==> src/rv_isa_pkg.sv <==
// integer ISA constants
package rv_isa_pkg;

  // integer register file
  localparam int REG_ADDR_W = 5;
  localparam int NUM_REGS   = 32;

  typedef logic [REG_ADDR_W-1:0] reg_addr_t;

  // major opcode field
  typedef logic [6:0] opcode_t;

  // loads and atomics can miss in the data cache and write back late
  localparam opcode_t OPC_LOAD = 7'b0000011;
  localparam opcode_t OPC_AMO  = 7'b0101111;

  // issue width of the back end
  localparam int NUM_SLOTS = 2;

endpackage

==> src/detector_pkg.sv <==
// hazard detector types
package detector_pkg;
  import rv_isa_pkg::*;

  // ex1, ex2 and ex3 are tracked
  localparam int DEP_STAGES = 3;

  // functional unit that executes an instruction
  typedef enum logic [2:0] {
    PIPE_NONE = 3'd0,
    PIPE_CTL  = 3'd1,
    PIPE_INT  = 3'd2,
    PIPE_AUX  = 3'd3,
    PIPE_EMEM = 3'd4,
    PIPE_FMEM = 3'd5,
    PIPE_MUL  = 3'd6
  } pipe_class_e;

  // issue status of the instruction waiting in one slot
  typedef struct packed {
    logic      irs1_v;
    logic      irs2_v;
    logic      iwb_v;
    logic      fence_v;
    logic      mem_v;
    logic      csr_v;
    logic      long_v;
    reg_addr_t rs1_addr;
    reg_addr_t rs2_addr;
    reg_addr_t rd_addr;
  } isd_status_t;

  // instruction leaving the scheduler this cycle
  typedef struct packed {
    logic        v;
    logic        late_iwb_v;
    logic        mem_v;
    logic        csr_v;
    logic        irf_w_v;
    pipe_class_e pipe_class;
    reg_addr_t   rd_addr;
    reg_addr_t   rs1_addr;
    reg_addr_t   rs2_addr;
  } dispatch_pkt_t;

  // what one slot left behind in one execute stage
  typedef struct packed {
    logic        v;
    logic        mem_v;
    logic        csr_v;
    logic        irf_w_v;
    pipe_class_e pipe_class;
    reg_addr_t   rd_addr;
  } dep_rec_t;

  typedef struct packed {
    logic      dcache_miss;
    opcode_t   opcode;
    reg_addr_t rd_addr;
  } commit_pkt_t;

  typedef struct packed {
    logic      ird_w_v;
    logic      late;
    reg_addr_t rd_addr;
  } wb_pkt_t;

endpackage

==> src/dep_pipe.sv <==
// execute stage dependency records
module dep_pipe
  import rv_isa_pkg::*;
  import detector_pkg::*;
(
  input  logic                                    clk_i,
  input  logic                                    reset_i,
  input  dispatch_pkt_t [NUM_SLOTS-1:0]           dispatch_pkt_i,
  output dep_rec_t [DEP_STAGES-1:0][NUM_SLOTS-1:0] dep_stage_o,
  output logic                                    instr_in_pipe_o,
  output logic                                    mem_in_pipe_o
);

  dep_rec_t [NUM_SLOTS-1:0]                 rec_n;
  dep_rec_t [DEP_STAGES-1:0][NUM_SLOTS-1:0] stage_r;

  // one record per slot, all zero when the slot dispatches nothing
  always_comb
  begin
    for (int s = 0; s < NUM_SLOTS; s++)
    begin
      rec_n[s] = '0;
      if (dispatch_pkt_i[s].v)
      begin
        rec_n[s].v          = 1'b1;
        rec_n[s].mem_v      = dispatch_pkt_i[s].mem_v;
        rec_n[s].csr_v      = dispatch_pkt_i[s].csr_v;
        rec_n[s].irf_w_v    = dispatch_pkt_i[s].irf_w_v;
        rec_n[s].pipe_class = dispatch_pkt_i[s].pipe_class;
        rec_n[s].rd_addr    = dispatch_pkt_i[s].rd_addr;
      end
    end
  end

  // ex1 takes the new records, older ones move one stage on
  always_ff @(posedge clk_i)
  begin
    if (reset_i)
    begin
      stage_r <= '0;
    end
    else
    begin
      stage_r[0]              <= rec_n;
      stage_r[DEP_STAGES-1:1] <= stage_r[DEP_STAGES-2:0];
    end
  end

  // summaries for the fence, csr and long-latency rules
  always_comb
  begin
    instr_in_pipe_o = 1'b0;
    mem_in_pipe_o   = 1'b0;
    for (int k = 0; k < DEP_STAGES; k++)
    begin
      for (int s = 0; s < NUM_SLOTS; s++)
      begin
        instr_in_pipe_o = instr_in_pipe_o | stage_r[k][s].v;
        mem_in_pipe_o   = mem_in_pipe_o | stage_r[k][s].mem_v;
      end
    end
  end

  assign dep_stage_o = stage_r;

endmodule

==> src/hazard_detector_top.sv <==
// dual-issue integer hazard detector
module hazard_detector_top
  import rv_isa_pkg::*;
  import detector_pkg::*;
(
  input  logic                          clk_i,
  input  logic                          reset_i,
  input  isd_status_t [NUM_SLOTS-1:0]   isd_status_i,
  input  dispatch_pkt_t [NUM_SLOTS-1:0] dispatch_pkt_i,
  input  commit_pkt_t                   commit_pkt_i,
  input  wb_pkt_t                       iwb_pkt_i,
  input  logic                          cmd_full_i,
  input  logic                          credits_full_i,
  input  logic                          credits_empty_i,
  input  logic                          idiv_ready_i,
  input  logic                          mem_ready_i,
  input  logic                          ptw_busy_i,
  input  logic                          irq_pending_i,
  output logic [NUM_SLOTS-1:0]          dispatch_v_o,
  output logic                          interrupt_v_o
);

  dep_rec_t [DEP_STAGES-1:0][NUM_SLOTS-1:0] dep_stage;
  logic                                     instr_in_pipe;
  logic                                     mem_in_pipe;
  logic [NUM_SLOTS-1:0][1:0]                rs_busy;
  logic [NUM_SLOTS-1:0]                     rd_busy;

  dep_pipe u_dep_pipe (
    .clk_i           (clk_i),
    .reset_i         (reset_i),
    .dispatch_pkt_i  (dispatch_pkt_i),
    .dep_stage_o     (dep_stage),
    .instr_in_pipe_o (instr_in_pipe),
    .mem_in_pipe_o   (mem_in_pipe)
  );

  late_scoreboard u_late_scoreboard (
    .clk_i          (clk_i),
    .reset_i        (reset_i),
    .dispatch_pkt_i (dispatch_pkt_i),
    .commit_pkt_i   (commit_pkt_i),
    .iwb_pkt_i      (iwb_pkt_i),
    .isd_status_i   (isd_status_i),
    .rs_busy_o      (rs_busy),
    .rd_busy_o      (rd_busy)
  );

  // same-cycle dependencies between the two slots are not checked
  for (genvar s = 0; s < NUM_SLOTS; s++)
  begin : g_slot
    slot_hazard_check u_check (
      .isd_status_i    (isd_status_i[s]),
      .dep_stage_i     (dep_stage),
      .instr_in_pipe_i (instr_in_pipe),
      .mem_in_pipe_i   (mem_in_pipe),
      .rs_busy_i       (rs_busy[s]),
      .rd_busy_i       (rd_busy[s]),
      .cmd_full_i      (cmd_full_i),
      .credits_full_i  (credits_full_i),
      .credits_empty_i (credits_empty_i),
      .idiv_ready_i    (idiv_ready_i),
      .mem_ready_i     (mem_ready_i),
      .ptw_busy_i      (ptw_busy_i),
      .dispatch_v_o    (dispatch_v_o[s])
    );
  end

  // no interrupt while a page walk is in progress
  assign interrupt_v_o = irq_pending_i & ~ptw_busy_i;

endmodule

==> src/late_scoreboard.sv <==
// late integer writeback scoreboard
module late_scoreboard
  import rv_isa_pkg::*;
  import detector_pkg::*;
(
  input  logic                               clk_i,
  input  logic                               reset_i,
  input  dispatch_pkt_t [NUM_SLOTS-1:0]      dispatch_pkt_i,
  input  commit_pkt_t                        commit_pkt_i,
  input  wb_pkt_t                            iwb_pkt_i,
  input  isd_status_t [NUM_SLOTS-1:0]        isd_status_i,
  output logic [NUM_SLOTS-1:0][1:0]          rs_busy_o,
  output logic [NUM_SLOTS-1:0]               rd_busy_o
);

  logic [NUM_REGS-1:0]  pending_r;
  logic [NUM_REGS-1:0]  pending_n;
  logic                 commit_score_v;
  logic [NUM_SLOTS-1:0] score_v;
  reg_addr_t            score_rd [NUM_SLOTS];
  logic                 clear_v;

  // a missed load or atomic at commit writes back late as well
  assign commit_score_v = commit_pkt_i.dcache_miss
                          & (commit_pkt_i.opcode inside {OPC_LOAD, OPC_AMO});

  always_comb
  begin
    for (int s = 0; s < NUM_SLOTS; s++)
    begin
      score_v[s]  = dispatch_pkt_i[s].v & dispatch_pkt_i[s].late_iwb_v;
      score_rd[s] = dispatch_pkt_i[s].rd_addr;
    end
    // the commit score borrows slot 0's port
    if (commit_score_v)
    begin
      score_v[0]  = 1'b1;
      score_rd[0] = commit_pkt_i.rd_addr;
    end
  end

  assign clear_v = iwb_pkt_i.ird_w_v & iwb_pkt_i.late;

  // clear first so that a score of the same register wins
  always_comb
  begin
    pending_n = pending_r;
    if (clear_v)
    begin
      pending_n[iwb_pkt_i.rd_addr] = 1'b0;
    end
    for (int s = 0; s < NUM_SLOTS; s++)
    begin
      if (score_v[s])
      begin
        pending_n[score_rd[s]] = 1'b1;
      end
    end
  end

  always_ff @(posedge clk_i)
  begin
    if (reset_i)
    begin
      pending_r <= '0;
    end
    else
    begin
      pending_r <= pending_n;
    end
  end

  // lookups see the registered table only, no bypass
  always_comb
  begin
    for (int s = 0; s < NUM_SLOTS; s++)
    begin
      rs_busy_o[s][0] = pending_r[isd_status_i[s].rs1_addr];
      rs_busy_o[s][1] = pending_r[isd_status_i[s].rs2_addr];
      rd_busy_o[s]    = pending_r[isd_status_i[s].rd_addr];
    end
  end

endmodule

==> src/slot_hazard_check.sv <==
// dispatch decision for one issue slot
module slot_hazard_check
  import rv_isa_pkg::*;
  import detector_pkg::*;
(
  input  isd_status_t                              isd_status_i,
  input  dep_rec_t [DEP_STAGES-1:0][NUM_SLOTS-1:0] dep_stage_i,
  input  logic                                     instr_in_pipe_i,
  input  logic                                     mem_in_pipe_i,
  input  logic [1:0]                               rs_busy_i,
  input  logic                                     rd_busy_i,
  input  logic                                     cmd_full_i,
  input  logic                                     credits_full_i,
  input  logic                                     credits_empty_i,
  input  logic                                     idiv_ready_i,
  input  logic                                     mem_ready_i,
  input  logic                                     ptw_busy_i,
  output logic                                     dispatch_v_o
);

  logic rs1_used;
  logic rs2_used;
  logic data_haz;
  logic sb_haz;
  logic fence_haz;
  logic csr_haz;
  logic long_haz;
  logic credit_haz;
  logic control_haz;
  logic struct_haz;

  // true while a producer of this class has no result yet in that stage
  function automatic logic result_not_ready(input int stage, input pipe_class_e cls);
    logic busy;
    busy = 1'b0;
    if (stage == 0)
    begin
      busy = cls inside {PIPE_AUX, PIPE_MUL, PIPE_EMEM, PIPE_FMEM};
    end
    else if (stage == 1)
    begin
      busy = cls inside {PIPE_FMEM, PIPE_MUL};
    end
    return busy;
  endfunction

  // x0 is never a real dependency
  assign rs1_used = isd_status_i.irs1_v & (isd_status_i.rs1_addr != '0);
  assign rs2_used = isd_status_i.irs2_v & (isd_status_i.rs2_addr != '0);

  // compare against both slots' records in every stage
  always_comb
  begin
    data_haz = 1'b0;
    for (int k = 0; k < DEP_STAGES; k++)
    begin
      for (int s = 0; s < NUM_SLOTS; s++)
      begin
        if (dep_stage_i[k][s].irf_w_v
            && result_not_ready(k, dep_stage_i[k][s].pipe_class))
        begin
          if (rs1_used && (isd_status_i.rs1_addr == dep_stage_i[k][s].rd_addr))
          begin
            data_haz = 1'b1;
          end
          if (rs2_used && (isd_status_i.rs2_addr == dep_stage_i[k][s].rd_addr))
          begin
            data_haz = 1'b1;
          end
        end
      end
    end
  end

  // raw on sources, waw on the destination
  assign sb_haz = (rs1_used & rs_busy_i[0])
                  | (rs2_used & rs_busy_i[1])
                  | (isd_status_i.iwb_v & rd_busy_i);

  // a fence waits for memory to drain completely
  assign fence_haz   = isd_status_i.fence_v
                       & (~credits_empty_i | mem_in_pipe_i | ~mem_ready_i);
  assign credit_haz  = isd_status_i.mem_v & credits_full_i;
  assign csr_haz     = isd_status_i.csr_v & instr_in_pipe_i;
  assign long_haz    = isd_status_i.long_v & instr_in_pipe_i;
  assign control_haz = fence_haz | credit_haz | csr_haz | long_haz;

  assign struct_haz = ptw_busy_i
                      | cmd_full_i
                      | (isd_status_i.mem_v & ~mem_ready_i)
                      | (isd_status_i.long_v & ~idiv_ready_i);

  assign dispatch_v_o = ~(data_haz | sb_haz | control_haz | struct_haz);

endmodule

==> config.mk <==
export PLATFORM = sky130hd
export DESIGN_NAME = hazard_detector_top
export DESIGN_NICKNAME = d
export VERILOG_FILES = /design/src/rv_isa_pkg.sv /design/src/detector_pkg.sv /design/src/dep_pipe.sv /design/src/hazard_detector_top.sv /design/src/late_scoreboard.sv /design/src/slot_hazard_check.sv
export SDC_FILE = /design/constraint.sdc
export NUM_CORES = 1
export LEC_CHECK = 0
export CORE_ASPECT_RATIO = 1.2
export CORE_MARGIN = 5
export CORE_UTILIZATION = 55
export DETAILED_ROUTE_END_ITERATION = 16
export DONT_BUFFER_PORTS = 1
export PLACE_DENSITY = 0.75
export SYNTH_ARGS = -nofsm -noshare
export SYNTH_HDL_FRONTEND = slang
export SYNTH_SLANG_ARGS = --single-unit
==> constraint.sdc <==
create_clock -name clk_i -period 2.2 [get_ports clk_i]
set_clock_uncertainty 0.15 [all_clocks]
set_input_delay 0.22 -clock clk_i [delete_from_list [all_inputs] [get_ports clk_i]]
set_output_delay 0.22 -clock clk_i [all_outputs]
set_load 0.005 [all_outputs]
==> summary.txt, run 1 <==
Status
  • Status: complete, but fails checks
  • Failing checks: negative setup slack

STA
  • Tmin final: about 2.7 ns
  • Fmax achieved: around 370 MHz
  • Sum of negative setup slack: -0.922 ns
  • Worst Slack Setup Final: -0.475 ns
  • Tcrit/Tclk final: 122%
  • Final setup fails: 2
  • Max_slew headroom: 45.8%
  • Final Hold Viols: 0
  • Slew Viols, Final: 0
  • Tightest Pin Transition: around 0.79 ns
  • RSZ-0062 raised after global routing: true

Clock network
  • Clock Path Buffers: 2
  • Worst skew pair latency: 0.33 ns
  • Clock sink count: 80
  • CTS buffer count: 9
  • H-tree levels: 3
  • CTS clk-pin slew, worst paths: 0.06 ns
  • Clock Tree Root: clkbuf_16
  • CTS tree: done

Critical path
  • Crit-path max FO: 5
  • Critical Path AT: 2.30 ns
  • Worst reg2reg path depth: 5
  • Cell chain of the critical path: buf_6 -> mux4_2 -> mux4_2 -> mux2_4 -> nand2_2 -> and4_4
  • CP peak stage delay: roughly 0.49 ns
  • Worst r2r src: u_late_scoreboard.pending_r[16]
  • CP Class: reg2out
  • Worst reg-to-reg setup slack: 1.00 ns
  • CP dominant cell by count: mux4_2
  • Worst setup SP type: register
  • Worst Setup End Kind: output pin
  • RR Endpoint: u_late_scoreboard.pending_r[16]
  • Critical Path RT: about 1.8 ns
  • Slowest cell on crit path: mux4_2

Routing
  • Vias per Instance: 6.85
  • Post-DRT Antenna Nets: 0
  • Final wirelength: 18.9 mm
  • Wire per inst: 23.7 um
  • DR pass1 iterations: 5
  • Vias: 5470
  • DR iter-0 viols: 601
  • # DRC: 0

GRT
  • Global Route Usage Sum: around 30%
  • Global-route wire length before repair: 29.7 mm
  • GR Overflow Total: 0
  • Antenna violations before repair: 0
  • Maximum number of pins on one net before global-route repair: 61
  • Vias in the first global route: 5494

Min path
  • HP Start: dispatch_pkt_i[22]
  • Hold path cells: 1
  • HP Class: in2reg
  • Hold endpoint: u_dep_pipe.dep_stage_o[11]

Final layout
  • Nets: 784
  • Multi-input gate area: ~4000 um2
  • Fillers: 796
  • ANT cells: 0
  • Layout area overhead: 15.5%
  • Commonest non-fill, non-tap cell in the layout: dfxtp_1
  • Share of layout cells above drive strength 1: 22.5%
  • Register area: 1610 um2
  • Most frequent cells in the layout: dfxtp_1 (71), nand2_1 (55), mux4_2 (52), xor2_1 (44), nand3_1 (44)

Floorplanning
  • # rows: 41
  • Die X-Extent: 105 um
  • Starting Density: 56.2%
  • Die Y: 124 um
  • Total die area: 12900 um2
  • Core Footprint: between 10000 and 15000 um2
  • IO Count: 122

Logic synthesis
  • Post-synth EDFFs: 0
  • Post-synthesis sequential area ratio: a little over a quarter
  • Yosys reg bits: 80
  • Cells after Synth: roughly 640
  • Ys Warns: 0
  • Post-synthesis average cell area: slightly above 9 um2
  • Post-synth ARST share: 0%
  • Netlist cell types: 57
  • Syn nets: 754
  • Post-Syn Area: 5910 um2
  • Primary FF master, synth: dfxtp_1

Pwr
  • Total Power: 0.00345 W
  • Power Density: slightly above 500 nW/um2
  • Maximum vdd ir drop: 373 uV
  • Leakage power: 2.43 nW

Run
  • Max_cap viols: 0

Placed design
  • Hpwl dp: 13.8 mm
  • Gpl congestion: approximately 0.92
  • Port bufs: 0
[cell families after synthesis]
logic type                count (synthesis)  synth area share, %
muxes                                    69                 22.8
AOI/OAI and AO/OA                       104                 11.5
and+or+nand+nor                         246                 22.3
buffers and inverters                    54                 4.19
xor gates and xnor gates                 82                 12.2
DFF                                      80                 27.1
[power by group]
part	internal [W]	switching [W]	total [W]	leakage (nW)
clock	0.000811	0.000639	0.00145	0.141
combinational	0.000264	0.000197	0.000461	1.63
sequential	0.00149	0.0000473	0.00153	0.655
[state kept, by name, summed over array words and instances, names as in the netlist]
signal                       count
u_late_scoreboard.pending_r     32
u_dep_pipe.dep_stage_o          48
[worst max-delay path by stage]
| stage | from | to | slack (ns) | cells past startpoint |
|---|---|---|---|---|
| 2_1_floorplan | isd_status_i[0] | dispatch_v_o[0] | -0.03 | 7 |
| 3_3_place_gp | u_late_scoreboard.pending_r[31] | dispatch_v_o[1] | -0.34 | 7 |
| 3_5_place_dp | u_late_scoreboard.pending_r[31] | dispatch_v_o[1] | -0.38 | 7 |
| 4_1_cts | u_late_scoreboard.pending_r[31] | dispatch_v_o[0] | -0.46 | 6 |
| 5_1_grt | u_late_scoreboard.pending_r[31] | dispatch_v_o[1] | -0.50 | 7 |
| 6_report | u_late_scoreboard.pending_r[25] | dispatch_v_o[0] | -0.47 | 6 |
[final cells by class]
type | instances | share of cell area [%]
Clock buffer | 10 | 3.50
Clock inverter | 6 | 0.733
Inverter | 4 | 0.220
Multi-Input combinational cell | 501 | 60.3
Sequential cell | 80 | 23.6
Tap cell | 129 | 2.37
Timing Repair Buffer | 69 | 9.24
[synth_stat cells (4+ instances only)]
cell	count	share of area [%]
nand2b_1	6	0.64
dfxtp_1	80	27
xor2_1	44	6.5
clkbuf_1	29	1.8
nor2b_1	31	3.3
nand3b_1	8	1.0
mux4_2	52	20
buf_2	9	0.76
o22ai_1	4	0.42
a31oi_1	35	3.7
buf_1	7	0.44
and2_1	20	2.1
o21ai_0	40	3.4
mux2i_1	15	2.5
xnor2_1	38	5.6
nand2_1	56	3.6
nor4_1	10	1.1
and3_1	4	0.42
inv_1	4	0.25
nand4_1	13	1.4
nor2_1	24	1.5
nand3_1	45	3.8
nor3_1	12	1.0
[critical path: cells and delay by family, from the launching register on]
kind | cells | cell delay [ns]
buf+inv | 1 | 0.13
flops | 1 | 0.34
mux | 3 | 1.23
simple gates | 2 | 0.27
[metal layers]
layer / track usage (%) / vias to the layer above / part of all wire [%] / routed length, um
li1: - / 2409 / - / -
met1: 33.9 / 2607 / 35 / 6580
met2: 50.8 / 365 / 50 / 9520
met3: 6.74 / 89 / 10 / 1930
met4: 14.5 / 0 / 4.7 / 894
met5: 0 / - / 0 / 0
[per-stage QoR]
stage | hold slack (ns) | area, um2 | util (%) | std cells | setup WS, ns
6_report | 0.00155 | 6820 | 64.9 | 799 | -0.475
3_5_place_dp | 0.150 | 6220 | 59.1 | 762 | -0.376
2_1_floorplan | 0.192 | 5950 | - | 635 | -0.0262
4_1_cts | 0.000870 | 6780 | 64.4 | 799 | -0.457
3_3_place_gp | 0.148 | 6220 | 59.1 | 762 | -0.338
5_1_grt | 0.0380 | 6820 | 64.9 | 799 | -0.496
[timing repair]
item	in CTS	in global routing
hold buffers	21	0
buffers inserted	0	0
gates cloned	0	0
setup endpoints to repair	2	2
pin swaps	2	1
hold endpoints to repair	80	0
resized for setup	10	17
(Power assumes the default switching activity.)
==> inputs of run 2 (changes only) <==
--- a/config.mk
+++ b/config.mk
@@ -7,10 +7,10 @@
 export LEC_CHECK = 0
 export CORE_ASPECT_RATIO = 1.2
 export CORE_MARGIN = 5
-export CORE_UTILIZATION = 55
+export CORE_UTILIZATION = 45
 export DETAILED_ROUTE_END_ITERATION = 16
 export DONT_BUFFER_PORTS = 1
-export PLACE_DENSITY = 0.75
+export PLACE_DENSITY = 0.64
 export SYNTH_ARGS = -nofsm -noshare
 export SYNTH_HDL_FRONTEND = slang
 export SYNTH_SLANG_ARGS = --single-unit
==> summary.txt, run 2 (same netlist as run 1, synthesis figures left out) <==
Final layout
  • Share of layout cells above drive strength 1: 21.2% (-1.3 points)
  • Max FFs per register: 48 (unchanged)
  • Fin util: 53.9% (-11 points)
  • Multi-input gate area: 4110 um2 (about the same)
  • ANT cells: 0 (unchanged)
  • Register area: 1610 um2 (-0.23%)
  • Commonest non-fill, non-tap cell in the layout: dfxtp_1
  • Most frequent cells in the layout: dfxtp_1 (74), nand2_1 (56), mux4_2 (52), xor2_1 (44), nand3_1 (44)
  • Fillers: 1129 (+42%)
  • Layout area overhead: 16.5%
  • Nets: 783 (-0.13%)

STA
  • Worst Slack Setup Final: -0.439 ns (+0.0357 ns)
  • Final setup fails: 2 (unchanged)
  • Tcrit/Tclk final: 120% (-1.6 points)
  • Sum of negative setup slack: -0.866 ns (+0.0563 ns)
  • Fmax achieved: 379 MHz (+1.4%)
  • Max_slew headroom: 46.2% (+0.39 points)
  • Tmin final: 2.64 ns (-0.0357 ns)
  • RSZ-0062 raised after global routing: true
  • Slew Viols, Final: 0 (unchanged)
  • Tightest Pin Transition: 0.804 ns (+0.0116 ns)
  • Final Hold Viols: 0 (unchanged)
  • Post-Route Hold Slack: 0.00746 ns (+0.00591 ns)

Clock network
  • H-tree levels: 3 (unchanged)
  • Worst skew pair latency: 0.33 ns (about the same)
  • CTS buffer count: 9 (unchanged)
  • CTS clk-pin slew, worst paths: 0.06 ns (about the same)
  • Clock Path Buffers: 2 (unchanged)
  • Clock sink count: 80 (unchanged)
  • CTS tree: done
  • Clock Tree Root: clkbuf_16

GRT
  • Vias in the first global route: 5459 (-0.64%)
  • Antenna violations before repair: 0 (unchanged)
  • GR Overflow Total: 0 (unchanged)
  • Maximum number of pins on one net before global-route repair: 61 (unchanged)
  • Global Route Usage Sum: 25.0% (-4.2 points)
  • Global-route wire length before repair: 30.0 mm (+1.1%)

Placed design
  • Port bufs: 0 (unchanged)
  • Pre-CTS setup slack: -0.345 ns (+0.0312 ns)
  • Hpwl dp: 14.6 mm (+6.0%)
  • Gpl congestion: 0.954 (+3.6%)

Floorplanning
  • # rows: 45 (+9.8%)
  • Starting Density: 46.2% (-10 points)
  • IO Count: 122 (unchanged)
  • Die X-Extent: 115 um (+9.5%)
  • Total die area: 15500 um2 (+20%)
  • Die Y: 136 um (+9.7%)
  • Core Footprint: 12800 um2 (+22%)

Min path
  • Hold path cells: 1 (unchanged)
  • Hold endpoint: u_dep_pipe.dep_stage_o[11]
  • HP Start: dispatch_pkt_i[22]
  • HP Class: in2reg

Routing
  • Post-DRT Antenna Nets: 0 (unchanged)
  • Vias per Instance: 6.45 (-5.8%)
  • Vias: 5371 (-1.8%)
  • DR iter-0 viols: 549 (-8.7%)
  • # DRC: 0 (unchanged)
  • Final wirelength: 19.3 mm (+1.8%)
  • Wire per inst: 23.1 um (-2.3%)
  • DR pass1 iterations: 5 (unchanged)

Critical path
  • Worst reg-to-reg setup slack: 0.73 ns (-0.27 ns)
  • Critical Path AT: 2.27 ns (-0.03 ns)
  • Worst setup SP type: register
  • Crit-path max FO: 5 (unchanged)
  • Critical Path RT: 1.83 ns (about the same)
  • Worst reg2reg path depth: 4 (-1)
  • Worst r2r src: u_late_scoreboard.pending_r[26]
  • CP Class: reg2out
  • Worst Setup End Kind: output pin
  • RR Endpoint: u_late_scoreboard.pending_r[26]

Pwr
  • Maximum vdd ir drop: 454 uV (+22%)
  • Power Density: 511 nW/um2 (+1.2%)
  • Total Power: 0.00352 W (+2.1%)
  • Leakage power: 2.43 nW (+0.17%)

Run
  • Max_cap viols: 0 (unchanged)

Status
  • Failing checks: negative setup slack
  • Status: complete, but fails checks
==> run 2: cell count changes in the layout (fill, tap and decap cells not counted), moves of 2 or more <==
cell	delta
dfxtp_1	+3
buf_4	-4
dlygate4sd3_1	+2
dfxtp_2	-3
==> run 2: worst max-delay path by stage <==
stage | from | to | slack, ns | depth (start not counted)
2_1_floorplan | isd_status_i[0] | dispatch_v_o[0] | -0.03 | 7
3_3_place_gp | u_late_scoreboard.pending_r[31] | dispatch_v_o[1] | -0.34 | 7
3_5_place_dp | u_late_scoreboard.pending_r[31] | dispatch_v_o[1] | -0.34 | 7
4_1_cts | u_late_scoreboard.pending_r[31] | dispatch_v_o[1] | -0.44 | 6
5_1_grt | u_late_scoreboard.pending_r[31] | dispatch_v_o[1] | -0.52 | 6
6_report | u_late_scoreboard.pending_r[31] | dispatch_v_o[1] | -0.44 | 6
==> run 2: power by group <==
group / switching (W) / internal [W] / total, W / leakage [nW]
clock: 0.000630 / 0.000898 / 0.00153 / 0.146
combinational: 0.000194 / 0.000262 / 0.000456 / 1.63
sequential: 0.0000488 / 0.00149 / 0.00154 / 0.654
total: 0.000873 / 0.00265 / 0.00352 / 2.43
==> run 2: metal layers <==
metal  global-route usage (%)  vias to the layer above  part of all wire (%)
met5                        0                        -                     0
met4                     12.8                        0                   4.7
met3                     5.18                       65                   7.4
met2                     42.4                      287                    50
met1                     29.7                     2607                    38
li1                         -                     2412                     -
==> run 2: area by class of cell <==
class / instances / area share (%)
inverter: 4 / 0.218
sequential: 80 / 23.4
multi-input combinational: 501 / 59.7
clock inverter: 6 / 1.09
clock buffer: 10 / 3.32
timing repair buffer: 68 / 9.30
tap: 164 / 2.98
==> run 2: per-stage QoR <==
step	cell area [um2]	instances
2_1_floorplan	5950	635
6_report	6890	833
3_3_place_gp	6240	793
5_1_grt	6890	833
3_5_place_dp	6240	793
4_1_cts	6870	833
==> run 2: critical path, stage by stage (launching register included) <==
cell,delay (ns)
dfxtp_2,0.32
buf_6,0.12
mux4_2,0.47
mux4_2,0.50
a32oi_2,0.23
nand3_2,0.14
nor4_4,0.16
==> run 2: timing repair <==
item | in CTS | in global routing
gates resized for setup | 19 | 5
setup endpoints to repair | 2 | 2
endpoints found under the hold margin | 80 | 0
pin swaps | 2 | 1
buffers inserted | 1 | 0
hold buffers | 23 | 0
